===== src/synth_config.svh =====
`ifndef SYNTH_CONFIG_SVH
`define SYNTH_CONFIG_SVH

// keys and voices
`define SYN_NUM_NOTES 8

////////////////////
// datapath widths
`define SYN_SAMPLE_W 16
`define SYN_PHASE_W 24
`define SYN_ENV_W 16
`define SYN_TABLE_AW 8

////////////////////
// envelope levels and steps per clock
`define SYN_ENV_MAX 16'hFFFF
`define SYN_SUSTAIN_LEVEL 16'h4000
`define SYN_ATTACK_STEP 64
`define SYN_DECAY_STEP 32
`define SYN_RELEASE_STEP 64

// mixer normalization
`define SYN_RECIP_SHIFT 8
`define SYN_MAX_NORM_VOICES 8

`endif


===== src/mix_pkg.sv =====
`default_nettype none

`include "synth_config.svh"

package mix_pkg;

    // unsigned audio sample, midscale is silence for a single voice
    typedef logic [`SYN_SAMPLE_W-1:0] sample_t;

    // 0..NUM_NOTES sounding voices
    typedef logic [$clog2(`SYN_NUM_NOTES+1)-1:0] voice_count_t;

    typedef struct packed {
        voice_count_t voice_count;
        sample_t sample;
    } mix_status_t;

    // approx 256/count, too many voices mutes the mix
    function automatic logic [7:0] recip_factor(input voice_count_t count);
        if (count > `SYN_MAX_NORM_VOICES) begin
            return 8'd0;
        end
        case (count)
            1: return 8'd255;
            2: return 8'd128;
            3: return 8'd85;
            4: return 8'd64;
            5: return 8'd51;
            6: return 8'd42;
            7: return 8'd36;
            8: return 8'd32;
            default: return 8'd0;
        endcase
    endfunction

endpackage

`default_nettype wire


===== src/synth_pkg.sv =====
`default_nettype none

`include "synth_config.svh"

package synth_pkg;

    import mix_pkg::*;

    typedef logic [`SYN_NUM_NOTES-1:0] key_mask_t;

    // gate is the held level, trigger pulses on the press
    typedef struct packed {
        logic gate;
        logic trigger;
    } key_event_t;

    typedef logic [`SYN_ENV_W-1:0] env_t;
    typedef logic [`SYN_PHASE_W-1:0] phase_t;

    typedef enum logic [2:0] {
        ENV_IDLE,
        ENV_ATTACK,
        ENV_DECAY,
        ENV_SUSTAIN,
        ENV_RELEASE
    } env_state_e;

    typedef struct packed {
        logic sounding;
        sample_t sample;
    } voice_out_t;

    // just major scale, ratios x240, next octave doubles the step
    function automatic phase_t note_increment(input int unsigned note);
        int unsigned ratio;
        case (note % 8)
            0: ratio = 240;
            1: ratio = 270;
            2: ratio = 300;
            3: ratio = 320;
            4: ratio = 360;
            5: ratio = 400;
            6: ratio = 450;
            default: ratio = 480;
        endcase
        return phase_t'((ratio * 64) << (note / 8));
    endfunction

endpackage

`default_nettype wire


===== src/voice_mixer.sv =====
`timescale 1ns/1ps
`default_nettype none

`include "synth_config.svh"

module voice_mixer (
    input wire logic clk_100mhz,
    input wire logic sys_rst,
    input wire synth_pkg::voice_out_t voices [`SYN_NUM_NOTES],
    output mix_pkg::mix_status_t line_sample
);

    import mix_pkg::*;

    localparam int NUM_PAIRS = `SYN_NUM_NOTES / 2;
    localparam int TOTAL_W = `SYN_SAMPLE_W + $clog2(`SYN_NUM_NOTES);

    logic [`SYN_SAMPLE_W:0] pair_sum [NUM_PAIRS];
    logic [`SYN_NUM_NOTES-1:0] sounding_q;
    logic [TOTAL_W-1:0] tree_sum;
    logic [TOTAL_W-1:0] total;
    voice_count_t count_q;
    logic [TOTAL_W+7:0] scaled;
    logic [TOTAL_W+7-`SYN_RECIP_SHIFT:0] shifted;

    ////////////////////
    // stage 1, pair sums and sounding bits
    always_ff @(posedge clk_100mhz) begin
        for (int p = 0; p < NUM_PAIRS; p++) begin
            pair_sum[p] <= voices[2*p].sample + voices[2*p+1].sample;
        end
    end

    always_comb begin
        tree_sum = '0;
        for (int p = 0; p < NUM_PAIRS; p++) begin
            tree_sum = tree_sum + pair_sum[p];
        end
    end

    // stage 2, full total
    always_ff @(posedge clk_100mhz) begin
        total <= tree_sum;
    end

    // count follows the sample path cycle for cycle
    always_ff @(posedge clk_100mhz) begin
        if (sys_rst) begin
            sounding_q <= '0;
            count_q <= '0;
        end else begin
            for (int n = 0; n < `SYN_NUM_NOTES; n++) begin
                sounding_q[n] <= voices[n].sounding;
            end
            count_q <= voice_count_t'($countones(sounding_q));
        end
    end

    ////////////////////
    // stage 3, divide by voice count via reciprocal
    assign scaled = total * recip_factor(count_q);
    assign shifted = scaled[TOTAL_W+7:`SYN_RECIP_SHIFT];

    always_ff @(posedge clk_100mhz) begin
        if (sys_rst) begin
            line_sample <= '0;
        end else begin
            line_sample.voice_count <= count_q;
            // clip anything above full scale
            if (|shifted[$high(shifted):`SYN_SAMPLE_W]) begin
                line_sample.sample <= '1;
            end else begin
                line_sample.sample <= shifted[`SYN_SAMPLE_W-1:0];
            end
        end
    end

    assert property (@(posedge clk_100mhz) disable iff (sys_rst)
        line_sample.voice_count <= `SYN_NUM_NOTES);

endmodule

`default_nettype wire


===== config.mk =====
export PLATFORM = sky130hd
export DESIGN_NAME = voice_mixer
export DESIGN_NICKNAME = d
export VERILOG_FILES = /design/src/mix_pkg.sv /design/src/synth_pkg.sv /design/src/voice_mixer.sv
export VERILOG_INCLUDE_DIRS = /design/src /design/src/src
export SDC_FILE = /design/constraint.sdc
export NUM_CORES = 1
export LEC_CHECK = 0
export BUFFER_PORTS_ARGS = -buffer_cell sky130_fd_sc_hd__buf_4
export CAP_MARGIN = 20
export CORE_MARGIN = 3
export CORE_UTILIZATION = 42
export CTS_BUF_LIST = sky130_fd_sc_hd__clkbuf_4 sky130_fd_sc_hd__clkbuf_8 sky130_fd_sc_hd__clkbuf_16
export DETAILED_ROUTE_END_ITERATION = 8
export GPL_TIMING_DRIVEN = 0
export RECOVER_POWER = 50
export SYNTH_ARGS = -nofsm -noshare
export SYNTH_HDL_FRONTEND = slang
export SYNTH_SLANG_ARGS = --single-unit

===== constraint.sdc =====
create_clock -name clk_100mhz -period 16.5 [get_ports clk_100mhz]
set_input_delay 4.95 -clock clk_100mhz [delete_from_list [all_inputs] [get_ports clk_100mhz]]
set_output_delay 4.95 -clock clk_100mhz [all_outputs]
set_load 0.05 [all_outputs]

## Word-level counts from Yosys, hierarchy flattened

Memory sizes are Yosys's and may differ from the RTL's. A register that Yosys moved wholly into a read port is not among the register bits.
Cells that the tools add are included.

- Register bits: 51
- RAM bits: 68
- Memory bits (read-only): 128
- Input port bits: 138
- Output and inout port bits: 20
- Word-level logic and storage cells: 29
- Memories kept: 2

- $add $sub $neg: 14
- Multiply operators: 1
- Magnitude comparators: 1
- Mux-type cells: 5
- Reductions and logical operators: 1

Memory list:

| name | depth | bits a word | read ports | clocked after Yosys merged registers in | wr ports | line | source |
|---|---|---|---|---|---|---|---|
| (name not given) | 16 | 8 | 1 | 1 | 0 | mix_pkg.sv:23 | `case (count)` |
| pair_sum | 4 | 17 | 4 | 0 | 4 | voice_mixer.sv:18 | `` logic [`SYN_SAMPLE_W:0] pair_sum [NUM_PAIRS]; `` |

Operator list:

| cell | number |
|---|---|
| $add A16 B16 Y17 | 4 |
| $mul A19 B8 Y27 | 1 |
| $add A18 B17 Y19 | 1 |
| $add A19 B17 Y19 | 1 |
| $add A17 B17 Y18 | 1 |
| $mux W16 | 1 |
| $mux W8 | 2 |
| $add A1 B1 Y2 | 4 |
| $add A2 B2 Y3 | 2 |
| $add A3 B3 Y4 | 1 |
| $gt A4 B4 Y1 const B | 1 |
| $mux W4 | 1 |
| $reduce_or A3 Y1 | 1 |
| $mux W1 | 1 |

## Depth between registers and ports, before layout

- Depth in word-level cells: 6
- Depth in mapped cells: 22
- Depth with buffers taken out: 19

## Worst setup path before layout

Ideal clock, no wire load.

- Path kind: input to register
- Start: input port voices[103] (netlist name)
- End: memory pair_sum[0][15] (netlist name)
- Library setup time: 0.072 ns
- Data arrival time: 6.931 ns
- Data required time: 16.428 ns
- Slack: 9.497 ns
- Stages: 9
- Path buffers: 0
- Cells stage by stage: ha_1 -> a21o_1 -> a21oi_1 -> o21a_1 -> o31ai_1 -> or4_1 -> a31o_2 -> o41ai_1 -> xnor2_1

RTL lines:

| item | line | source |
|---|---|---|
| start: declaration | voice_mixer.sv:9 | `` input wire synth_pkg::voice_out_t voices [`SYN_NUM_NOTES], `` |
| end: declaration | voice_mixer.sv:18 |  |

==> results.cfg <==
[finish]
insertedDiodeCount = 0
fin_nets = 1811
drive_gt1_share_pct = 14.5
syn_to_final_growth_pct = 18.8

[setup_path]
cp.required_ns = 16.81
r2r_slack_ns = 9.34
end_kind = flip-flop
worstPathArrival_ns = 7.56
cp-start-kind = primary input
critPathKind = primary input to flip-flop
worstRegToRegCells = 22
crit_fanout = 3

[yosys]
yosysWarnings = 0
ys_types = 58
synth_area_leader_cell = fa_1
synth_nets = 1635
synth.most_common_cell = inv_1
syn_inst = 1221
synth_area_sq_mm = 0.0116
synth_top_area_share_pct = 24.6
synthArstFlopShare_pct = 0
ys_seq_elements = 126
synth_area_leaders = fa_1, dfxtp_1, ha_1, inv_1, xnor2_1
ys.flop_type = dfxtp_1
ys_seq_area_share_pct = 21.7
synth.avg_cell_area_sq_um = 9.53
synthTopCellsByCount = inv_1, fa_1, ha_1
synth-edff-count = 0

[route]
first_pass_iters = 5
wire_per_inst_um = 15.1
dr.first_iter.drc_count = 420
vias = 8858
drt_wl_total_um = 26900
drc = 0
ant_nets = 0
vias_per_cell = 4.97

[floorplanning]
die_w_um = 172
core_sq_mm = 0.0271
rows = 60
start_util_pct = 42.9
die_y_um = 172
die_area_sq_mm = 0.0297
io_pins = 158

[grt]
grt_remaining_overflow = 0
grt_pass1_vias = 9034
grt_pass1_wl_um = 44500
antenna_found_initial = 0
grt_usage_pct = 18.9
grt_start_max_net_pins = 17

[sta]
slew_headroom_pct = 46.9
rsz0062_at_grt = no
fin_crit_ns = 7.25
finalClockSkew_ns = 0.0133
drv_slew = 0
worst_pin_slew_ns = 0.776
setup_viol = 0
fmax_mhz = 138
setup_tns_ns = 0
fin_crit_sh_pct = 43.9
hold_violations = 0

[clocking]
cts_buffer_depth = 2
cts_tree = done
cts_buffers = 17
clk_latency_ns = 0.42
cts_sinks = 126
clkTransAtPathRegs_ns = 0.06
cts_root_buf = clkbuf_16
h-tree-depth = 4
post_cts_resized = 0
cts_setup_buffers = 0
holdBufCountCts = 0

[placement]
hpwl_um = 22600
port_buffers = 157
gp_congestion = 0.901

[status]
outcome = finished clean

[flow_run]
drv_cap = 0

[worst_hold_path]
holdPathStages = 1
hold_path.class = flip-flop to flip-flop
## registers in the layout, summed over array words and instances (netlist names), named ones only
| name | cells |
|---|---|
| count_q | 4 |
| line_sample | 20 |
| sounding_q | 8 |
| total | 19 |
| pair_sum | 68 |
## cell usage in the layout (no fill, tap or decap), drive strengths merged, types with 13 or more instances in the layout
cell type	Yosys	layout
nor2	61	61
clkbuf	20	60
nor2b	19	19
dfxtp	126	126
buf	1	136
fa	143	143
xnor2	61	61
a21o	23	23
ha	133	133
xor2	22	22
nor3	14	14
o21a	17	17
and3	81	81
inv	167	175
nand3	13	13
o21ai	37	37
a21oi	70	70
nand2	99	99
## kinds of logic after synthesis
logic type,after synthesis,share of synthesized area (%)
adder cells (fa/ha/maj),276,38.9
flip-flops,126,21.7
AO/OA/AOI/OAI,217,12.8
XOR/XNOR,83,6.25
AND/OR/NAND/NOR,331,14.2
buffers and inverters,188,6.16
## layer usage
metal / vias up / track usage (%) / wire [um]
met1: 4185 / 24.7 / 12100
met5: - / 0 / 0
met2: 219 / 31.0 / 12400
li1: 4421 / - / -
met4: 0 / 5.97 / 655
met3: 33 / 4.50 / 1680
## critical path: stages
cell     delay, ns
buf_4         0.11
ha_1          0.27
a21o_1        0.18
a21oi_1       0.29
o21a_1        0.19
o31ai_1       0.14
o41ai_1       0.61
o21ai_0       0.29
o41a_1        0.38
xor2_1        0.15
## per-stage QoR
| step | cell area, sq um | hold slack, ns | worst slack, ns | cells | utilization, % |
|---|---|---|---|---|---|
| 6_report | 13800 | 0.454 | 9.25 | 1782 | 51.0 |
| 5_1_grt | 13800 | 0.483 | 9.02 | 1782 | 51.0 |
| 4_1_cts | 13900 | 0.459 | 9.20 | 1782 | 51.3 |
| 3_5_place_dp | 13300 | 0.444 | 8.89 | 1750 | 49.0 |
| 3_3_place_gp | 13300 | 0.445 | 8.97 | 1750 | 49.0 |
| 2_1_floorplan | 11600 | 0.432 | 9.50 | 1221 | - |
## area by class of cell
| class | instances | area [sq um] |
|---|---|---|
| Multi-Input combinational cell | 907 | 8400 |
| Fill cell | 2588 | 13300 |
| Tap cell | 372 | 465 |
| Inverter | 167 | 627 |
| Buffer | 21 | 90.1 |
| Timing Repair Buffer | 157 | 1120 |
| Sequential cell | 126 | 2520 |
| Clock inverter | 14 | 169 |
| Clock buffer | 18 | 439 |
## final timing paths
check                    endpoint           start
setup / recovery  pair_sum[2][15]      voices[52]
hold reg to reg          total[0]  pair_sum[2][0]
setup reg to reg   line_sample[5]      count_q[0]
hold / removal           total[0]  pair_sum[2][0]
Power is left out: the tool's default activity adds up to more than one toggle a clock period on the data nets, which glitch-free logic cannot reach.
