File: config.mk
export PLATFORM = sky130hd
export DESIGN_NAME = note_decoder
export DESIGN_NICKNAME = d
export VERILOG_FILES = /design/src/mix_pkg.sv /design/src/synth_pkg.sv /design/src/note_decoder.sv
export VERILOG_INCLUDE_DIRS = /design/src /design/src/src
export SDC_FILE = /design/constraint.sdc
export NUM_CORES = 1
export LEC_CHECK = 0
export ABC_AREA = 1
export BUFFER_PORTS_ARGS = -buffer_cell sky130_fd_sc_hd__buf_4
export CAP_MARGIN = 20
export CORE_MARGIN = 2
export CORE_UTILIZATION = 35
export DETAILED_ROUTE_END_ITERATION = 8
export MAX_ROUTING_LAYER = met4
export PLACE_DENSITY = 0.64
export SYNTH_ARGS = -nofsm -noshare
export SYNTH_HDL_FRONTEND = slang
export SYNTH_SLANG_ARGS = --single-unit
File: constraint.sdc
create_clock -name clk_100mhz -period 1.19 [get_ports clk_100mhz]
set_input_delay 0.0595 -clock clk_100mhz [delete_from_list [all_inputs] [get_ports clk_100mhz]]
set_output_delay 0.0595 -clock clk_100mhz [all_outputs]
set_load 0.1 [all_outputs]
File: src/synth_config.svh
`ifndef SYNTH_CONFIG_SVH
`define SYNTH_CONFIG_SVH

// keys and voices
`define SYN_NUM_NOTES 8

////////////////////
// datapath widths
`define SYN_SAMPLE_W 16
`define SYN_PHASE_W 24
`define SYN_ENV_W 16
`define SYN_TABLE_AW 8

////////////////////
// envelope levels and steps per clock
`define SYN_ENV_MAX 16'hFFFF
`define SYN_SUSTAIN_LEVEL 16'h4000
`define SYN_ATTACK_STEP 64
`define SYN_DECAY_STEP 32
`define SYN_RELEASE_STEP 64

// mixer normalization
`define SYN_RECIP_SHIFT 8
`define SYN_MAX_NORM_VOICES 8

`endif

File: src/mix_pkg.sv
`default_nettype none

`include "synth_config.svh"

package mix_pkg;

    // unsigned audio sample, midscale is silence for a single voice
    typedef logic [`SYN_SAMPLE_W-1:0] sample_t;

    // 0..NUM_NOTES sounding voices
    typedef logic [$clog2(`SYN_NUM_NOTES+1)-1:0] voice_count_t;

    typedef struct packed {
        voice_count_t voice_count;
        sample_t sample;
    } mix_status_t;

    // approx 256/count, too many voices mutes the mix
    function automatic logic [7:0] recip_factor(input voice_count_t count);
        if (count > `SYN_MAX_NORM_VOICES) begin
            return 8'd0;
        end
        case (count)
            1: return 8'd255;
            2: return 8'd128;
            3: return 8'd85;
            4: return 8'd64;
            5: return 8'd51;
            6: return 8'd42;
            7: return 8'd36;
            8: return 8'd32;
            default: return 8'd0;
        endcase
    endfunction

endpackage

`default_nettype wire

File: src/synth_pkg.sv
`default_nettype none

`include "synth_config.svh"

package synth_pkg;

    import mix_pkg::*;

    typedef logic [`SYN_NUM_NOTES-1:0] key_mask_t;

    // gate is the held level, trigger pulses on the press
    typedef struct packed {
        logic gate;
        logic trigger;
    } key_event_t;

    typedef logic [`SYN_ENV_W-1:0] env_t;
    typedef logic [`SYN_PHASE_W-1:0] phase_t;

    typedef enum logic [2:0] {
        ENV_IDLE,
        ENV_ATTACK,
        ENV_DECAY,
        ENV_SUSTAIN,
        ENV_RELEASE
    } env_state_e;

    typedef struct packed {
        logic sounding;
        sample_t sample;
    } voice_out_t;

    // just major scale, ratios x240, next octave doubles the step
    function automatic phase_t note_increment(input int unsigned note);
        int unsigned ratio;
        case (note % 8)
            0: ratio = 240;
            1: ratio = 270;
            2: ratio = 300;
            3: ratio = 320;
            4: ratio = 360;
            5: ratio = 400;
            6: ratio = 450;
            default: ratio = 480;
        endcase
        return phase_t'((ratio * 64) << (note / 8));
    endfunction

endpackage

`default_nettype wire

File: src/note_decoder.sv
`timescale 1ns/1ps
`default_nettype none

`include "synth_config.svh"

module note_decoder (
    input wire logic clk_100mhz,
    input wire logic sys_rst,
    input wire synth_pkg::key_mask_t touch_status,
    output synth_pkg::key_event_t key_events [`SYN_NUM_NOTES]
);

    import synth_pkg::*;

    // current and previous key levels
    key_mask_t key_q;
    key_mask_t key_prev;

    always_ff @(posedge clk_100mhz) begin
        if (sys_rst) begin
            key_q <= '0;
            key_prev <= '0;
        end else begin
            key_q <= touch_status;
            key_prev <= key_q;
        end
    end

    ////////////////////
    // per note gate and press pulse
    always_comb begin
        for (int n = 0; n < `SYN_NUM_NOTES; n++) begin
            key_events[n].gate = key_q[n];
            // high only in the first cycle of the gate
            key_events[n].trigger = key_q[n] & ~key_prev[n];
        end
    end

endmodule

`default_nettype wire

; Yosys cells after proc, flatten, opt, wreduce, memory -nomap -nowiden
; Cells that the tools add are included.
; W data, S select, Z words.
[word_totals]
reg_bits = 16
latchBits = 0
mem_bits_rw = 0
rom_bits = 0
inputBits = 10
out_inout_bits = 16
n_memories = 0
[op_classes]
add_sub_neg = 0
multipliers = 0
div_mod_pow = 0
order_cmp = 0
n_eq_ne = 0
n_shift = 0
muxes = 0
n_bitwise = 16
reduce_logical = 0
[ops]
columns = cell, n
row1 = $and A1 B1 Y1, 8
row2 = $not A1 Y1, 8

; Logic depth before layout (Yosys ltp)
; Gate-level depths: netlist (run 1).
[logic_depth]
depth_word = 2
ltp_mapped = 3
mapped_depth_nobuf = 2

; Least setup slack after synthesis (run 1)
; OpenSTA, ideal clock, no wires.
[synth_path]
kind = reg-to-output
startpoint = register key_q[7]
endpoint = output port key_events[0] (netlist name)
arrival_time_ns = 2.348
t_required_ns = 1.131
slack_ns = -1.217
stages_incl_launch_ff = 3
path_buffers = 0
cell_sequence = dfxtp_1 -> inv_1 -> nor2_1
[synth_rtl]
columns = element, line_no
row1 = "start, declared", note_decoder.sv:16  ; key_mask_t key_q;
row2 = "start signal, assigned", note_decoder.sv:24  ; key_q <= touch_status;
row3 = "end, declared", note_decoder.sv:10  ; output synth_pkg::key_event_t key_events [`SYN_NUM_NOTES]

==> impl_metrics.yaml, run 1 <==
worst_setup_path:
  max_stage_delay_ps: 360
  r2r-start: "key_q[3]"
  slowest_stage: "dfxtp_4"
  cpLargestDelayFamily: "flip-flops"
  worstPathCellList: "inv_2, nor2_4, buf_4"
  startpoint_type: "flip-flop"
  worstSetupPathType: "flip-flop to output pin"
  worst-r2r-setup-slack_ps: 630
  r2r-end: "key_prev[3]"
  endpoint_kind: "output pin"
  reg2reg_depth: 2
  worst_ep_required_time_ps: 1130
  crit_arrival_ps: 1050
  crit_fanout: 2
  cp_num_buf_inv: 2
grt:
  grt_pass1_wl_um: 1570
  grt_pass1_vias: 415
  antenna_found_initial: 0
  gr-total-overflow: 0
  grt_max_degree: 17
  grt_usage_pct: 12.3
synth:
  yosysSeqAreaShare_pct: 63.5
  mappedNetlistNets: 68
  synthCells: 58
  yosysWarnings: 0
  syn_avg_cell_area_um2: 8.69
  synth_seq_cells: 16
  ys_types: 6
  syn_area_um2: 504
detailed_routing:
  wl_per_cell_um: 8.54
  drtIter0Drc: 2
  ant_nets: 0
  dr_total_vias: 434
  post_drt_via_cell_ratio: 4.02
  drc: 0
  first_pass_iters: 2
  wl_um: 922
power_and_ir_drop:
  power_density_mw_per_mm2: 1380
  total_leakage_power_nw: 0.427
  peakVddDrop_mv: 0.750
hold_path:
  holdPathEnd: "key_q[2]"
  worstHoldStart: "sys_rst"
  holdCritPathClass: "input pin to flip-flop"
  hold_depth: 2
clock_tree:
  cts_tree: "built"
  clock_sinks: 16
  numCtsBuffers: 3
  clockBufferDepth: 2
  h-tree-depth: 1
  clk_pin_slew_worst_paths_ps: 90
  clock_latency_ps: 270
  cts-root-buf: "clkbuf_4"
  post_cts_resized: 0
  post_cts_buffers: 0
  cts_hold_buf: 8
placement:
  io_buffers: 25
  dpl.hpwl_um: 637
  gp_congestion: 0.603
  placed_cells: 96
timing:
  min_period_ps: 1110
  final_hold_viol_count: 0
  holdWs_ps: 60.7
  worstMarginPinSlew_ps: 282
  relSlewSlack_pct: 81.3
  timing.fmax_ghz: 0.901
  finalSetupTns_ps: 0
  final.period_utilization_pct: 93.2
  fin_skew_ps: 1.39
  grt_setup_unrepaired: "false"
  setup_violations: 0
  maxSlewViolCount: 0
floorplan:
  rows: 13
  io-pin-count: 26
  dieHeight_um: 42.0
  die-area_mm2: 0.00176
  start_util_pct: 38.3
  fp.coreArea_mm2: 0.00132
  die_w_um: 42.0
finish:
  insertedDiodeCount: 0
  drive_above_1_share_pct: 59.1
  layout.cells.non_filler: 108
  synthToLayoutAreaGrowth_pct: 74.7
  fin_nets: 104
  final_util_pct: 66.9
outcome:
  outcome: "finished, final reports clean"
run:
  drv_cap: 0
## registers in the layout (all words and copies together), names as in the netlist
register	count
key_prev	8
key_q	8
## worst max path at each step
stage	end	from	slack, ps	depth (start not counted)
after floorplan	key_events[0]	key_q[7]	20	2
after global placement	key_events[14]	key_q[0]	390	3
after detailed placement	key_events[8]	key_q[3]	390	3
after CTS	key_events[8]	key_q[3]	60	3
after global routing	key_events[14]	key_q[0]	30	3
final	key_events[14]	key_q[0]	80	3
## area by class of cell
cell class / instances / area (um^2)
multi-input cells: 24 / 158
clock inverters: 1 / 3.75
well taps: 15 / 18.8
clock buffers: 3 / 22.5
repair buffers: 33 / 268
inverters: 16 / 60.1
flip-flops and latches: 16 / 350
fillers: 110 / 437
## worst register-to-register path, cell delays in order (launching register included)
cell and delay [ps]:
dfxtp_4 350, inv_2 70, nor2_1 40
## metal layers
| metal | global-route usage (%) | routed length, um | vias to the layer above |
|---|---|---|---|
| met2 | 21.3 | 503 | 12 |
| met1 | 12.6 | 355 | 192 |
| li1 | - | - | 228 |
| met4 | 7.74 | 12 | 0 |
| met5 | - | 0 | - |
| met3 | 2.61 | 50 | 2 |
## logic make-up (layout without fill, tap and decap cells)
| family | after synthesis | in the layout | synth area share, % |
|---|---|---|---|
| and+or+nand+nor | 24 | 24 | 19.4 |
| buffers and inverters | 18 | 53 | 17.1 |
| DFF | 16 | 16 | 63.5 |
## per-stage QoR
| step | setup WS (ps) | total power, W | area (um^2) |
|---|---|---|---|
| after CTS | 64.4 | 0.00123 | 881 |
| final | 80.5 | 0.00121 | 881 |
| after global placement | 393 | 0.000926 | 774 |
| after detailed placement | 390 | 0.000930 | 774 |
| after floorplan | 23.8 | 0.000864 | 594 |
| after global routing | 26.0 | 0.00127 | 881 |
## report_power, final
part	switching, W	internal, W	leakage [nW]	total (W)
registers	0.0000175	0.000553	0.137	0.000570
logic	0.000269	0.0000967	0.275	0.000365
clock network	0.000158	0.000121	0.0154	0.000279
total	0.000444	0.000771	0.427	0.00121
## placed cells by master, fill, tap and decap left out, drive strengths merged
cell / n
inv: 16
clkinv: 1
nor2: 24
dlygate4sd3: 8
buf: 25
clkbuf: 3
dfxtp: 16
## Yosys cell counts, drive strengths merged
| cell | n | area, um^2 |
|---|---|---|
| nor2 | 24 | 97.6 |
| inv | 16 | 60.1 |
| dfxtp | 16 | 320 |
| buf | 2 | 26.3 |
(Power assumes the default switching activity.)
==> run 2: changes to the inputs <==
--- a/config.mk
+++ b/config.mk
@@ -6,7 +6,6 @@
 export SDC_FILE = /design/constraint.sdc
 export NUM_CORES = 1
 export LEC_CHECK = 0
-export ABC_AREA = 1
 export BUFFER_PORTS_ARGS = -buffer_cell sky130_fd_sc_hd__buf_4
 export CAP_MARGIN = 20
 export CORE_MARGIN = 2
==> run 2 against run 1 <==
Effect of this change: die area rose by 1.8%; highest routed layer is now met3; synthesized area rose by 2.0%; critical path type unchanged; sequential share of layout area fell by 1.1 points; first-iteration DRC count rose by 50%; critical path depth fell by 1; wire length rose by 3.6%.
==> impl_metrics.yaml, run 2 <==
clock_tree:
  cts-root-buf: "clkbuf_4"
  post_cts_buffers: 0
  clk_pin_slew_worst_paths_ps: 90
  clockBufferDepth: 2
  clock_latency_ps: 270
  numCtsBuffers: 3
  h-tree-depth: 1
  cts_tree: "built"
  clock_sinks: 16
run:
  drv_cap: 0
timing:
  relSlewSlack_pct: 81.4
  timing.fmax_ghz: 0.913
  grt_setup_unrepaired: "false"
  worstMarginPinSlew_ps: 282
  finalSetupTns_ps: 0
  min_period_ps: 1100
  setup_violations: 0
  worst_slack_ps: 94.1
  maxSlewViolCount: 0
  final_hold_viol_count: 0
  fin_skew_ps: 0.493
  final.period_utilization_pct: 92.1
power_and_ir_drop:
  p_total_w: 0.00121
  power_density_mw_per_mm2: 1340
  peakVddDrop_mv: 0.822
  total_leakage_power_nw: 0.417
finish:
  fin_nets: 88
  top_regs: "key_prev x8, key_q x8"
  final_common_cell: "buf_4"
  fill_cells: 111
  synthToLayoutAreaGrowth_pct: 76.2
  mostFrequentLayoutCells: "buf_4 (25), nor2b_4 (8), dlygate4sd3_1 (8), dfxtp_1 (8), dfxtp_4 (8)"
  design_area_um2: 906
  layout.cells.non_filler: 92
  insertedDiodeCount: 0
  drive_above_1_share_pct: 74.0
hold_path:
  holdCritPathClass: "input pin to flip-flop"
detailed_routing:
  wl_per_cell_um: 10.4
  dr_total_vias: 387
  first_pass_iters: 3
  drtIter0Drc: 3
  ant_nets: 0
  wl_um: 955
  drc: 0
  post_drt_via_cell_ratio: 4.21
worst_setup_path:
  crit_fanout: 3
  crit_arrival_ps: 1040
  worst_ep_required_time_ps: 1130
  endpoint_kind: "output pin"
  startpoint_type: "flip-flop"
  worstSetupPathType: "flip-flop to output pin"
synth:
  synthTopCellsByArea: "dfxtp_1 (62%), nor2b_1 (13%), nor2b_2 (12%)"
  synth-main-ff-cell: "dfxtp_1"
  yosys.area.top_type: "dfxtp_1"
  synth_seq_cells: 16
  synthCells: 41
  ys_top_cells_by_count: "dfxtp_1 (16), nor2b_1 (11), nor2b_2 (7), and2b_2 (6), buf_6 (1)"
  yosysWarnings: 0
  synth_edf_count: 0
  yosysSeqAreaShare_pct: 62.3
  synth_top_area_share_pct: 62.3
  syn_avg_cell_area_um2: 12.5
  syn_area_um2: 514
  yosysMostFrequentCell: "dfxtp_1"
  mappedNetlistNets: 51
  async_flop_share_pct: 0
  ys_types: 5
grt:
  grt_usage_pct: 13.1
  gr-total-overflow: 0
  grt_pass1_vias: 363
  antenna_found_initial: 0
  grt_pass1_wl_um: 1660
  grt_max_degree: 17
placement:
  gp_congestion: 0.575
  place_area_um2: 800
  place_ws_ps: 394
  placed_cells: 80
  io_buffers: 25
floorplan:
  dieHeight_um: 42.3
  start_util_pct: 38.6
  die-area_mm2: 0.00179
  die_w_um: 42.3
  rows: 13
  fp.coreArea_mm2: 0.00133
  io-pin-count: 26
outcome:
  outcome: "finished, final reports clean"
==> run 2: cell count changes in the layout (fill, tap and decap cells not counted) <==
cell     before  now
and2b_2       0    6
inv_1         8    0
nor2b_1       0    3
inv_2         8    0
nor2_4        8    0
nor2b_4       0    8
nor2_2        3    0
nor2_1       13    0
nor2b_2       0    7
==> run 2: stage by stage <==
stage | util [%] | hold WS, ps
6_report | 67.9 | 65.8
5_1_grt | 67.9 | 69.8
3_3_place_gp | 59.9 | 270
2_1_floorplan | - | 186
4_1_cts | 67.9 | 63.3
3_5_place_dp | 59.9 | 277
==> run 2: what timing repair did <==
item | CTS | global route
gates resized for setup | 0 | 0
endpoints found under the hold margin | 8 | 0
endpoints found under the setup margin | 0 | 0
hold buffers | 8 | 0
==> run 2: logic make-up (layout without fill, tap and decap cells) <==
logic type    after synthesis  count (layout)  synth area share [%]
flops                      16              16                  62.3
buf+inv                     1              37                  2.19
simple gates               24              24                  35.5
==> run 2: power breakdown <==
part           switching, W  leakage, nW  internal (W)
sequential        0.0000176        0.137      0.000553
combinational      0.000252        0.264      0.000111
clock              0.000157       0.0154      0.000121
total              0.000427        0.417      0.000786
==> run 2: path summary, 6_finish.rpt <==
check / from / endpoint / slack (ps) / cells after the start
worst max-delay path: key_q[1] / key_events[12] / 90 / 2
worst min-delay path: sys_rst / key_q[1] / 70 / 2
worst max register to register: key_q[0] / key_prev[0] / 560 / 1
worst min register to register: key_q[6] / key_prev[6] / 490 / 1
==> run 2: final cells by class <==
| cell class | instances | area [um^2] | share of cell area [%] |
|---|---|---|---|
| Multi-Input combinational cell | 24 | 243 | 26.8 |
| Tap cell | 15 | 18.8 | 2.07 |
| Timing Repair Buffer | 33 | 268 | 29.6 |
| Sequential cell | 16 | 350 | 38.7 |
| Clock buffer | 3 | 22.5 | 2.49 |
| Clock inverter | 1 | 3.75 | 0.414 |
==> run 2: worst max-delay path, stage by stage (launching register included) <==
cell     delay (ps)
dfxtp_4         350
nor2b_4         120
buf_4           290
==> run 2: per-layer routing <==
layer | track usage (%) | wire [um] | vias to the layer above
met2 | 21.8 | 524 | 14
met5 | - | 0 | -
met3 | 3.88 | 63 | 0
li1 | - | - | 196
met1 | 14.4 | 367 | 177
met4 | 5.63 | 0 | 0
