[src/synth_config.svh]
`ifndef SYNTH_CONFIG_SVH
`define SYNTH_CONFIG_SVH

// keys and voices
`define SYN_NUM_NOTES 8

////////////////////
// datapath widths
`define SYN_SAMPLE_W 16
`define SYN_PHASE_W 24
`define SYN_ENV_W 16
`define SYN_TABLE_AW 8

////////////////////
// envelope levels and steps per clock
`define SYN_ENV_MAX 16'hFFFF
`define SYN_SUSTAIN_LEVEL 16'h4000
`define SYN_ATTACK_STEP 64
`define SYN_DECAY_STEP 32
`define SYN_RELEASE_STEP 64

// mixer normalization
`define SYN_RECIP_SHIFT 8
`define SYN_MAX_NORM_VOICES 8

`endif

[src/mix_pkg.sv]
`default_nettype none

`include "synth_config.svh"

package mix_pkg;

    // unsigned audio sample, midscale is silence for a single voice
    typedef logic [`SYN_SAMPLE_W-1:0] sample_t;

    // 0..NUM_NOTES sounding voices
    typedef logic [$clog2(`SYN_NUM_NOTES+1)-1:0] voice_count_t;

    typedef struct packed {
        voice_count_t voice_count;
        sample_t sample;
    } mix_status_t;

    // approx 256/count, too many voices mutes the mix
    function automatic logic [7:0] recip_factor(input voice_count_t count);
        if (count > `SYN_MAX_NORM_VOICES) begin
            return 8'd0;
        end
        case (count)
            1: return 8'd255;
            2: return 8'd128;
            3: return 8'd85;
            4: return 8'd64;
            5: return 8'd51;
            6: return 8'd42;
            7: return 8'd36;
            8: return 8'd32;
            default: return 8'd0;
        endcase
    endfunction

endpackage

`default_nettype wire

[src/pdm_modulator.sv]
`timescale 1ns/1ps
`default_nettype none

`include "synth_config.svh"

module pdm_modulator (
    input wire logic clk_100mhz,
    input wire logic sys_rst,
    input wire mix_pkg::sample_t level,
    output logic pdm_out
);

    // carry in the top bit, residue below
    logic [`SYN_SAMPLE_W:0] acc;
    logic [`SYN_SAMPLE_W:0] acc_next;

    assign acc_next = acc[`SYN_SAMPLE_W-1:0] + level;

    // first order sigma delta, density of ones tracks level / 65536
    always_ff @(posedge clk_100mhz) begin
        if (sys_rst) begin
            acc <= '0;
        end else begin
            acc <= acc_next;
        end
    end

    // registered carry is the speaker bit
    assign pdm_out = acc[`SYN_SAMPLE_W];

    assert property (@(posedge clk_100mhz) sys_rst |=> !pdm_out);

endmodule

`default_nettype wire

[config.mk]
export PLATFORM = sky130hd
export DESIGN_NAME = pdm_modulator
export DESIGN_NICKNAME = d
export VERILOG_FILES = /design/src/mix_pkg.sv /design/src/pdm_modulator.sv
export VERILOG_INCLUDE_DIRS = /design/src /design/src/src
export SDC_FILE = /design/constraint.sdc
export NUM_CORES = 1
export LEC_CHECK = 0
export BUFFER_PORTS_ARGS = -buffer_cell sky130_fd_sc_hd__buf_4
export CORE_MARGIN = 2
export CORE_UTILIZATION = 30
export CTS_BUF_LIST = sky130_fd_sc_hd__clkbuf_8
export CTS_CLUSTER_DIAMETER = 100
export DETAILED_ROUTE_END_ITERATION = 10
export PLACE_DENSITY = 0.57
export SLEW_MARGIN = 20
export SYNTH_ARGS = -nofsm -noshare
export SYNTH_HDL_FRONTEND = slang
export SYNTH_SLANG_ARGS = --single-unit
[constraint.sdc]
create_clock -name clk_100mhz -period 3.2 [get_ports clk_100mhz]
set_clock_uncertainty 0.1 [all_clocks]
set_input_delay 0 -clock clk_100mhz [delete_from_list [all_inputs] [get_ports clk_100mhz]]
set_output_delay 0 -clock clk_100mhz [all_outputs]
set_load 0.02 [all_outputs]
Yosys cells after proc, flatten, opt, wreduce, memory -nomap -nowiden
Cells that the tools add are included.
{ "totals": {"mem_bits_rw": 0, "mem_count": 0, "latchBits": 0, "elab_cells": 2, "inputBits": 18, "reg_bits": 17, "mem_bits_ro": 0} }
{ "op_classes": {"shift": 0, "bitwise": 0, "reduce_logical": 0, "div_mod_pow": 0, "muxes": 0, "n_eq_ne": 0, "add_sub_neg": 1, "n_mul": 0, "n_lt_le_gt_ge": 0} }
{ "op_table": {"columns": ["operator", "count"], "rows": [
  ["adder 16 x 16 -> 17 bit", 1]
]} }

Depth between registers and ports, before layout
Gate-level depths: netlist of run 1.
{ "depth": {"depth_word": 1, "mapped_depth": 7} }

Least setup slack after synthesis of run 1
OpenSTA, ideal clock, no wires.
{ "synth_path": {"kind": "register -> register", "from": "register acc[0]", "to": "register acc[10]", "stages_incl_launch_ff": 8, "setup_slack_ns": 0.967, "setup_time_ns": 0.123, "arrival_ns": 2.010, "t_required_ns": 2.977, "synth_period_minus_slack_ns": 2.233, "cell_sequence": "dfxtp_1 -> ha_1 -> fa_1 -> a21o_1 -> a31oi_2 -> nor3_1 -> a311oi_1 -> mux2_1"} }
{ "synth_between": {"elab_chain_len": 1} }
{ "synth_rtl": {"columns": ["item", "line_no", "text"], "rows": [
  ["start: declaration", "pdm_modulator.sv:14", "logic [`SYN_SAMPLE_W:0] acc;"],
  ["start signal: assignment", "pdm_modulator.sv:24", "acc <= acc_next;"],
  ["adder 16 x 16 -> 17 bit", "pdm_modulator.sv:17", "assign acc_next = acc[`SYN_SAMPLE_W-1:0] + level;"]
]} }
No other way between the ends.
A chain may end at the register's enable or synchronous reset.

Worst setup path in the final report of run 1
{ "layout_path": {"from": "input level[0]", "to": "register acc[10]"} }
{ "layout_between": {"elab_chain_len": 1} }
{ "layout_rtl": {"columns": ["item", "line_no", "text"], "rows": [
  ["start: declaration", "pdm_modulator.sv:9", "input wire mix_pkg::sample_t level,"],
  ["adder 16 x 16 -> 17 bit", "pdm_modulator.sv:17", null]
]} }
No other way between the ends.

==> impl_metrics.csv, run 1 <==
group,metric,value,unit
route,vias,1037,
pwr,p_sw,492,µW
sta,worst_slack,650,ps
grt,grt_start_max_net_pins,23,
route,drc,0,
final_layout,regMostFlops,"acc",
outcome,status,"finished, final reports clean",
placed_design,hpwl,1.87,mm
route,ant_nets,0,
final_layout,layout.nets,192,
sta,fin_tns_setup,0,ps
route,viasPerCell,5.08,
setup_path,cp.required,3240,ps
clock_network,clk_latency,250,ps
floorplanning,die_x,66.7,µm
clock_network,cts.path.max_buffers,2,
final_layout,multi_input_area,811,µm²
floorplanning,core,3720,µm²
final_layout,biggestRegsByFlops,"acc: 17 flops",
route,routedWlPerCell,11.8,µm
synthesis,synth_nets,171,
route,initialDrtViolationCount,41,
synthesis,synth_area,1180,µm²
grt,antenna_found_initial,0,
pwr,intPower,706,µW
grt,first_global_vias,970,
floorplanning,die-height,66.7,µm
final_layout,final_core_util,38.5,%
clock_network,clk_pin_slew_worst_paths,70,ps
final_layout,final_cells,204,
grt,grt_use_total,12.0,%
floorplanning,initial_core_util,31.8,%
final_layout,diodes,0,
setup_path,cp-end-kind,"flip-flop",
setup_path,arrival,2590,ps
placed_design,routabilityCongestion,0.856,
setup_path,critPathKind,"primary input to flip-flop",
setup_path,reg2reg_depth,7,
pwr,ir_drop,260,µV
sta,setup_viol,0,
sta,fmax,392,MHz
pwr,comb_power_share,59.5,%
final_layout,largest_reg_flops,17,
grt,grt_overflow,0,
floorplanning,rows,22,
synthesis,synth-seq-cells,17,
grt,grt_pass1_wl,4.11,mm
setup_path,max_stage_delay,530,ps
min_path,worstHoldEndpoint,"acc[1]",
setup_path,timing.rr.end,"acc[10]",
clock_network,cts_tree,"yes",
min_path,worstHoldPathType,"primary input to flip-flop",
pwr,clkPwrFrac,13.5,%
setup_path,r2r_setup_slack,770,ps
floorplanning,pin_count,19,
setup_path,cpMaxStageDelayCell,"dlygate4sd3_1",
final_layout,seqCellArea,340,µm²
synthesis,synth_edf_count,0,
route,wl,2.40,mm
route,dr.pass1.iters,4,
pwr,powerDensity,838,nW/µm²
sta,maxSlewViolCount,0,
synthesis,synth_async_sr_flop_share,0,%
sta,rsz0062_at_grt,"false",
pwr,switching_share,41.0,%
flow_run,cap_viol_max_count,0,
placed_design,place_ws,788,ps
pwr,pwr-share-seq,27.1,%
sta,timing.final.crit_period,2550,ps
setup_path,path_cells,"dlygate4sd3_1 -> buf_4 -> ha_1 -> fa_1 -> a21o_1 -> a31oi_2 -> nor3_1 -> a311oi_1 -> mux2_1",
clock_network,clock-sinks,17,
min_path,holdPathStages,3,
synthesis,synth_cells,136,
pwr,leakage,0.636,nW
setup_path,worstPathMaxFanout,5,
synthesis,synth_cell_types,41,
synthesis,yosysSeqAreaShare,28.8,%
sta,tightest_slew,422,ps
sta,fin_crit_sh,79.7,%
clock_network,cts_made_buffers,3,
clock_network,root_buffer,"clkbuf_8",
min_path,min_from,"level[1]",
placed_design,dp_cells,197,
synthesis,yosys_warnings,0,
sta,slew_headroom,71.6,%
setup_path,startpoint_type,"primary input",
clock_network,htree_levels,1,
sta,finalHoldViolCount,0,
final_layout,n_fill_cell,382,
placed_design,io_buffers,18,
synthesis,synth.avg_cell_area,8.68,µm²
clock_network,ctsResizeCount,0,
setup_path,reg2reg_from,"acc[0]",
synthesis,synth_top_flop_cell,"dfxtp_1",
final_layout,syn2layout_area_growth,21.0,%
floorplanning,dieArea,4450,µm²
final_layout,drive_gt1_share,17.3,%
placed cells by master, fill, tap and decap left out, types with 2 or more instances in the layout:
| cell | instances |
|---|---|
| buf_4 | 18 |
| nor2_1 | 15 |
| a21o_1 | 3 |
| or3_1 | 2 |
| dlygate4sd3_1 | 3 |
| nor2b_1 | 5 |
| xnor2_1 | 4 |
| clkbuf_8 | 3 |
| o21ai_0 | 5 |
| xor2_1 | 4 |
| nand2_1 | 6 |
| o31ai_1 | 2 |
| o22ai_1 | 3 |
| ha_1 | 16 |
| inv_1 | 3 |
| a311oi_1 | 2 |
| a21oi_1 | 16 |
| dfxtp_1 | 17 |
| nor3_1 | 2 |
| mux2_2 | 3 |
| nand3_1 | 3 |
repair_timing:
action,in CTS,in global routing
hold endpoints to repair,9,0
hold buffers,3,0
setup endpoints to repair,0,0
setup buffers,0,0
power groups by stage:
stage	Combinational, mW	Clock (mW)	Sequential (mW)
6_report	0.712	0.161	0.324
5_1_grt	0.807	0.176	0.333
4_1_cts	0.715	0.169	0.326
3_5_place_dp	0.705	0	0.330
3_3_place_gp	0.697	0	0.326
2_1_floorplan	0.570	0	0.328
logic make-up (layout without fill, tap and decap cells):
kind of cell    after synthesis  count (layout)  synth area share, %
simple gates                 39              39                 16.0
xor+xnor                      8               8                 5.93
flops                        17              17                 28.8
fa+ha+maj                    17              17                 18.6
compound gates               43              43                 23.4
mux                           5               5                 4.66
buf+inv                       7              27                 2.54
per-stage QoR:
step | hold WS, ps | area, µm² | power [mW]
after detailed placement | 239 | 1350 | 1.04
final | 40.3 | 1430 | 1.20
after global routing | 71.3 | 1430 | 1.32
after floorplan | 96.6 | 1180 | 0.899
after CTS | 33.9 | 1430 | 1.21
after global placement | 236 | 1350 | 1.02
synthesized netlist by cell type, drive strengths merged, types with 4 or more instances:
master	count	area (µm²)
dfxtp	17	340
a21oi	16	80.1
ha	16	200
nor2	15	56.3
nand2	6	22.5
o21ai	6	30.0
nor2b	5	31.3
mux2	4	45.0
xnor2	4	35.0
xor2	4	35.0
worst max-delay path by stage:
| stage | from | endpoint | slack, ps | depth (start not counted) |
|---|---|---|---|---|
| after floorplan | acc[0] | acc[10] | 970 | 7 |
| after global placement | acc[0] | acc[10] | 850 | 7 |
| final | level[0] | acc[10] | 650 | 9 |
| after CTS | level[0] | acc[10] | 650 | 9 |
| after detailed placement | acc[0] | acc[10] | 790 | 7 |
| after global routing | level[0] | acc[10] | 550 | 9 |
cell type report:
class / instances / area share [%]
clock buffers: 3 / 2.89
clock inverters: 1 / 0.263
inverters: 2 / 0.525
multi-input cells: 112 / 56.7
flip-flops and latches: 17 / 23.8
well taps: 48 / 4.20
repair buffers: 21 / 11.6
per-layer routing:
metal	share of wire [%]	global-route usage (%)	vias to the layer above	wire [µm]
met5	0	0	-	0
met4	1.8	5.36	0	42
met3	4.0	2.53	5	95
met2	47	19.3	15	1120
met1	48	15.3	472	1140
li1	-	-	545	-
critical path, delay by kind of cell:
family	cells	cell delay, ps
AND/OR/NAND/NOR	1	100
multiplexers	1	360
AO/OA/AOI/OAI	3	830
adder cells (fa/ha/maj)	2	630
buffers and inverters	2	660
Power figures use the tool's default switching activity.
==> run 2: changes to the inputs <==
--- a/config.mk
+++ b/config.mk
@@ -12,7 +12,7 @@
 export CTS_BUF_LIST = sky130_fd_sc_hd__clkbuf_8
 export CTS_CLUSTER_DIAMETER = 100
 export DETAILED_ROUTE_END_ITERATION = 10
-export PLACE_DENSITY = 0.57
+export PLACE_DENSITY = 0.58
 export SLEW_MARGIN = 20
 export SYNTH_ARGS = -nofsm -noshare
 export SYNTH_HDL_FRONTEND = slang
==> constraint.sdc (replaced) <==
create_clock -name clk_100mhz -period 2.3 [get_ports clk_100mhz]
set_clock_uncertainty 0.1 [all_clocks]
set_input_delay 0 -clock clk_100mhz [delete_from_list [all_inputs] [get_ports clk_100mhz]]
set_output_delay 0 -clock clk_100mhz [all_outputs]
set_load 0.02 [all_outputs]
==> run 2 against run 1 <==
  * Critical path type is now flip-flop to flip-flop
  * Global-route usage increased by 1.1 points
  * Utilization up 1.1 points
  * Largest power group unchanged
  * Critical path depth down 2
  * Die area unchanged
  * Count of clock-buffer cells in the layout unchanged
  * Register-to-register slack lost 620 ps
==> impl_metrics.csv, run 2 (synthesized netlist as in run 1, its figures left out) <==
group,metric,value,unit
outcome,status,"finished, final reports clean",
floorplanning,core,3720,µm²
sta,finalHoldViolCount,0,
route,dr.pass1.iters,5,
grt,grt_use_total,13.1,%
clock_network,htree_levels,1,
placed_design,place_ws,-48.2,ps
final_layout,regMostFlops,"acc",
setup_path,r2r_setup_slack,150,ps
setup_path,crit_start,"acc[0]",
setup_path,path_cells,"ha_2 -> fa_2 -> a21o_1 -> a31oi_4 -> nor3_1 -> a311oi_1 -> mux2_1",
setup_path,cpMaxStageDelayCell,"fa_2",
setup_path,critPathKind,"flip-flop to flip-flop",
route,wl,2.65,mm
route,ant_nets,0,
setup_path,reg2reg_from,"acc[0]",
floorplanning,die-height,66.7,µm
grt,grt_start_max_net_pins,23,
sta,worst_slack,154,ps
grt,grt_overflow,0,
placed_design,hpwl,1.98,mm
route,vias,1097,
sta,fin_crit_sh,93.3,%
final_layout,syn2layout_area_growth,24.5,%
clock_network,cts.path.max_buffers,2,
pwr,power,1.76,mW
final_layout,largest_reg_flops,17,
setup_path,reg2reg_depth,7,
final_layout,biggestRegsByFlops,"acc: 17 flops",
placed_design,routabilityCongestion,0.841,
placed_design,io_buffers,18,
min_path,worstHoldPathType,"primary input to flip-flop",
sta,maxSlewViolCount,0,
min_path,holdPathStages,4,
setup_path,startpoint_type,"flip-flop",
grt,first_global_vias,1020,
route,initialDrtViolationCount,53,
final_layout,diodes,0,
setup_path,critPathCapture,"acc[10]",
floorplanning,die_x,66.7,µm
clock_network,cts_made_buffers,3,
setup_path,critPathBufInv,0,
clock_network,clock-sinks,17,
flow_run,cap_viol_max_count,0,
grt,grt_pass1_wl,4.35,mm
floorplanning,dieArea,4450,µm²
sta,timing.final.crit_period,2150,ps
setup_path,crit_cells,7,
route,viasPerCell,5.27,
setup_path,timing.rr.end,"acc[10]",
floorplanning,rows,22,
final_layout,final_cell_mix,"23 x buf_4, 17 x dfxtp_1, 16 x a21oi_1",
setup_path,cp-end-kind,"flip-flop",
floorplanning,pin_count,19,
setup_path,arrival,2200,ps
sta,rsz0062_at_grt,"false",
floorplanning,initial_core_util,31.8,%
clock_network,root_buffer,"clkbuf_8",
clock_network,cts_tree,"yes",
clock_network,clk_latency,260,ps
final_layout,layout_commonest_cell,"buf_4",
grt,antenna_found_initial,0,
route,drc,0,
sta,fmax,466,MHz
pwr,powerDensity,1200,nW/µm²
final_layout,layout.nets,196,
pwr,leakage,0.652,nW
sta,slew_headroom,79.0,%
final_layout,final_core_util,39.6,%
route,routedWlPerCell,12.7,µm
final_layout,drive_gt1_share,21.3,%
sta,tightest_slew,312,ps
setup_path,worstPathMaxFanout,4,
setup_path,max_stage_delay,350,ps
clock_network,clk_pin_slew_worst_paths,70,ps
sta,setup_viol,0,
setup_path,critPathTopFamily,"compound AO/OA/AOI/OAI gates",
setup_path,cp.required,2350,ps
pwr,ir_drop,389,µV
[run 2: cell types whose count changed in the layout (fill, tap and decap cells not counted), sizes merged]
cell	previous run	this run
buf	18	23
dlygate4sd3	3	2
[run 2: routing by layer]
| layer | share of wire (%) | track usage, % | vias up |
|---|---|---|---|
| li1 | - | - | 549 |
| met1 | 45 | 15.8 | 507 |
| met2 | 49 | 21.9 | 37 |
| met3 | 5.3 | 3.89 | 4 |
| met4 | 1.2 | 4.59 | 0 |
| met5 | 0 | 0 | - |
[run 2: worst min path at each step]
| stage | start | endpoint | slack [ps] |
|---|---|---|---|
| global placement | sys_rst | acc[11] | 240 |
| CTS | level[1] | acc[1] | 70 |
| detailed placement | level[0] | acc[0] | 240 |
| floorplan | sys_rst | acc[15] | 100 |
| finish | level[15] | acc[16] | 80 |
| global route | level[15] | acc[16] | 100 |
[run 2: area by class of cell]
| type | count | area [µm²] |
|---|---|---|
| Fill cell | 393 | 2250 |
| Multi-Input combinational cell | 112 | 825 |
| Sequential cell | 17 | 340 |
| Timing Repair Buffer | 25 | 193 |
| Tap cell | 48 | 60.1 |
| Clock buffer | 3 | 41.3 |
| Inverter | 2 | 7.51 |
| Clock inverter | 1 | 3.75 |
[run 2: timing repair]
action / in CTS / in global routing
endpoints found under the setup margin: 3 / 4
pin swaps: 1 / 3
hold buffers: 2 / 0
resized for setup: 1 / 3
endpoints found under the hold margin: 11 / 0
setup buffers: 0 / 0
[run 2: worst register-to-register path, stage by stage (launching register included)]
cell	delay [ps]
dfxtp_1	300
ha_2	190
fa_2	350
a21o_1	200
a31oi_4	170
nor3_1	80
a311oi_1	300
mux2_1	350
[run 2: through the flow]
step | setup TNS, ps | hold WS (ps) | instance area, µm² | instances
after floorplan | 0 | 96.6 | 1180 | 136
after global placement | -10.2 | 238 | 1390 | 202
after detailed placement | -62.9 | 241 | 1390 | 202
after CTS | 0 | 74.6 | 1470 | 208
after global routing | 0 | 97.7 | 1470 | 208
final | 0 | 82.1 | 1470 | 208
[run 2: report_power, final]
part	total, mW	switching (mW)	internal, mW
Sequential	0.454	0.0373	0.416
Clock	0.229	0.110	0.119
Combinational	1.08	0.576	0.502
Total	1.76	0.723	1.04
==> run 3: changes to the inputs <==
--- a/config.mk
+++ b/config.mk
@@ -6,6 +6,7 @@
 export SDC_FILE = /design/constraint.sdc
 export NUM_CORES = 1
 export LEC_CHECK = 0
+export ABC_AREA = 1
 export BUFFER_PORTS_ARGS = -buffer_cell sky130_fd_sc_hd__buf_4
 export CORE_MARGIN = 2
 export CORE_UTILIZATION = 30
==> run 3 against run 2 <==
  * Setup slack improved by 270 ps
  * Non-clock buffer count is 5 lower
  * Final cell count rose by 42%
  * Hold slack lost 60 ps
  * Wire length rose by 9.9%
  * Synthesized cell count up 63%
  * Area after synthesis up 17%
  * Clock power about the same
  * Register-to-register slack improved by 400 ps
  * Count of clock-buffer cells in the layout stayed put
  * Largest cell class unchanged
  * Largest power group unchanged
  * Highest routed layer unchanged
==> impl_metrics.csv, run 3 <==
group,metric,value,unit
outcome,status,"finished, final reports clean",
grt,grt_start_max_net_pins,15,
synthesis,synth_async_sr_flop_share,0,%
route,wl,2.91,mm
pwr,leakage,0.937,nW
placed_design,hpwl,2.36,mm
floorplanning,initial_core_util,31.6,%
grt,antenna_found_initial,0,
final_layout,n_fill_cell,487,
synthesis,synth_nets,256,
final_layout,final_core_util,37.4,%
flow_run,cap_viol_max_count,0,
final_layout,final_cells,296,
synthesis,synthMostInstantiatedCell,"nand2_1",
setup_path,crit_top_cell,"nand3_1",
sta,finalHoldViolCount,0,
min_path,min_from,"level[8]",
sta,fin_crit_sh,81.6,%
sta,maxSlewViolCount,0,
final_layout,final_cell_mix,"74 x nand2_1, 37 x inv_1, 23 x nor2_1",
clock_network,root_buffer,"clkbuf_8",
setup_path,path_cells,"dlygate4sd3_1 -> buf_4 -> ha_1 -> fa_1 -> nand3_1 -> nand3_1 -> nand3_1 -> nand3_2 -> a21oi_1 -> nor2_2",
clock_network,htree_levels,1,
sta,setup_viol,0,
setup_path,reg2reg_from,"acc[0]",
setup_path,timing.rr.end,"acc[16]",
setup_path,cp-end-kind,"flip-flop",
setup_path,max_stage_delay,540,ps
synthesis,synth-seq-cells,17,
synthesis,synth_edf_count,0,
final_layout,largest_reg_flops,17,
setup_path,worstPathMaxFanout,4,
setup_path,reg2reg_depth,8,
grt,grt_use_total,13.5,%
pwr,powerDensity,888,nW/µm²
route,initialDrtViolationCount,72,
final_layout,regMostFlops,"acc",
sta,slew_headroom,69.2,%
sta,fmax,533,MHz
min_path,holdPathStages,3,
floorplanning,pin_count,19,
clock_network,clk_pin_slew_worst_paths,70,ps
clock_network,clk_latency,260,ps
synthesis,synth_area,1380,µm²
synthesis,synth_cell_types,20,
floorplanning,die_x,71.9,µm
sta,timing.final.crit_period,1880,ps
route,vias,1293,
clock_network,post_cts_buffers,0,
synthesis,yosysSeqAreaShare,24.6,%
synthesis,yosys_warnings,0,
min_path,worstHoldEndpoint,"acc[8]",
route,ant_nets,0,
setup_path,critPathKind,"primary input to flip-flop",
route,drc,0,
final_layout,drive_gt1_share,16.0,%
sta,tightest_slew,461,ps
final_layout,diodes,0,
sta,rsz0062_at_grt,"false",
final_layout,syn2layout_area_growth,18.4,%
grt,grt_pass1_wl,5.43,mm
final_layout,layout.nets,280,
synthesis,synth.avg_cell_area,6.26,µm²
clock_network,cts.path.max_buffers,2,
floorplanning,core,4380,µm²
setup_path,cpMaxStageDelayCell,"dlygate4sd3_1",
synthesis,yosys.area.top_type,"dfxtp_1",
clock_network,clock-sinks,17,
placed_design,dp_cells,290,
setup_path,startpoint_type,"primary input",
final_layout,biggestRegsByFlops,"acc: 17 flops",
min_path,worstHoldPathType,"primary input to flip-flop",
synthesis,synth_top_flop_cell,"dfxtp_1",
route,dr.pass1.iters,4,
floorplanning,dieArea,5170,µm²
synthesis,synthTopCellsByArea,"dfxtp_1 25%, nand2_1 20%, ha_1 14%, inv_1 9.8%, nor2_1 6.2%",
synthesis,synthTopCellsByCount,"74 x nand2_1, 36 x inv_1, 23 x nor2_1, 17 x a21oi_1, 17 x dfxtp_1",
placed_design,io_buffers,18,
final_layout,layout_commonest_cell,"nand2_1",
route,viasPerCell,4.37,
synthesis,yosysTopAreaCellShare,24.6,%
grt,first_global_vias,1284,
route,routedWlPerCell,9.83,µm
pwr,ir_drop,308,µV
setup_path,r2r_setup_slack,550,ps
floorplanning,die-height,71.9,µm
setup_path,cp.required,2350,ps
clock_network,cts_made_buffers,3,
clock_network,cts_tree,"yes",
floorplanning,rows,24,
placed_design,routabilityCongestion,0.833,
grt,grt_overflow,0,
sta,fin_tns_setup,0,ps
synthesis,synth_cells,221,
setup_path,arrival,1930,ps
clock_network,ctsResizeCount,0,
==> run 3: cell types whose count changed after synthesis, sizes merged, moves of 3 or more <==
cell	change
nor2b	-5
xnor2	-4
nand3	+6
or3	-3
inv	+39
mux2	-4
xor2	-4
a21o	-3
o22ai	-3
nor2	+9
nand2	+73
==> run 3: cell families after synthesis <==
kind of cell / synth area share (%)
compound gates: 9.86
buf+inv: 11.9
fa+ha+maj: 15.9
simple gates: 37.7
flops: 24.6
==> run 3: worst max-delay path by stage <==
stage,depth (start not counted),slack [ps],startpoint,to
finish,10,420,level[0],acc[16]
global route,13,250,level[0],acc[10]
CTS,10,430,level[0],acc[16]
detailed placement,8,550,acc[0],acc[16]
global placement,8,600,acc[0],acc[16]
floorplan,8,670,acc[0],acc[16]
==> run 3: layout make-up <==
type / instances / area (µm²) / share of cell area, %
multi-input combinational: 162 / 878 / 53.6
clock buffer: 3 / 41.3 / 2.52
timing repair buffer: 20 / 155 / 9.47
sequential: 17 / 340 / 20.8
clock inverter: 1 / 3.75 / 0.229
tap: 52 / 65.1 / 3.97
inverter: 41 / 154 / 9.40
==> run 3: timing repair <==
item                                    4_1_cts  5_1_grt
hold endpoints to repair                      3        0
hold buffers                                  2        0
endpoints found under the setup margin        0        0
==> run 3: worst max-delay path: cells and delay by family <==
kind / cells / cell delay, ps
fa+ha+maj: 2 / 620
buf+inv: 2 / 670
compound gates: 1 / 180
simple gates: 5 / 450
==> run 3: power breakdown <==
group | total [mW] | internal (mW) | switching (mW)
logic | 0.812 | 0.304 | 0.509
registers | 0.411 | 0.383 | 0.0282
clock network | 0.231 | 0.119 | 0.112
==> run 3: stage by stage <==
step	hold WS, ps	power, mW	worst slack, ps	area (µm²)
after floorplan	-33.1	1.05	675	1380
after global placement	94.1	1.23	604	1570
after detailed placement	93.8	1.23	549	1570
after CTS	23.3	1.47	433	1640
after global routing	53.2	1.65	247	1640
final	22.5	1.45	423	1640
==> run 3: routing by layer <==
layer,up-vias,share of wire (%),GRT usage (%)
met4,0,2.1,6.71
met5,-,0,0
met3,5,3.5,2.92
met1,544,51,17.6
met2,18,43,21.2
li1,726,-,-
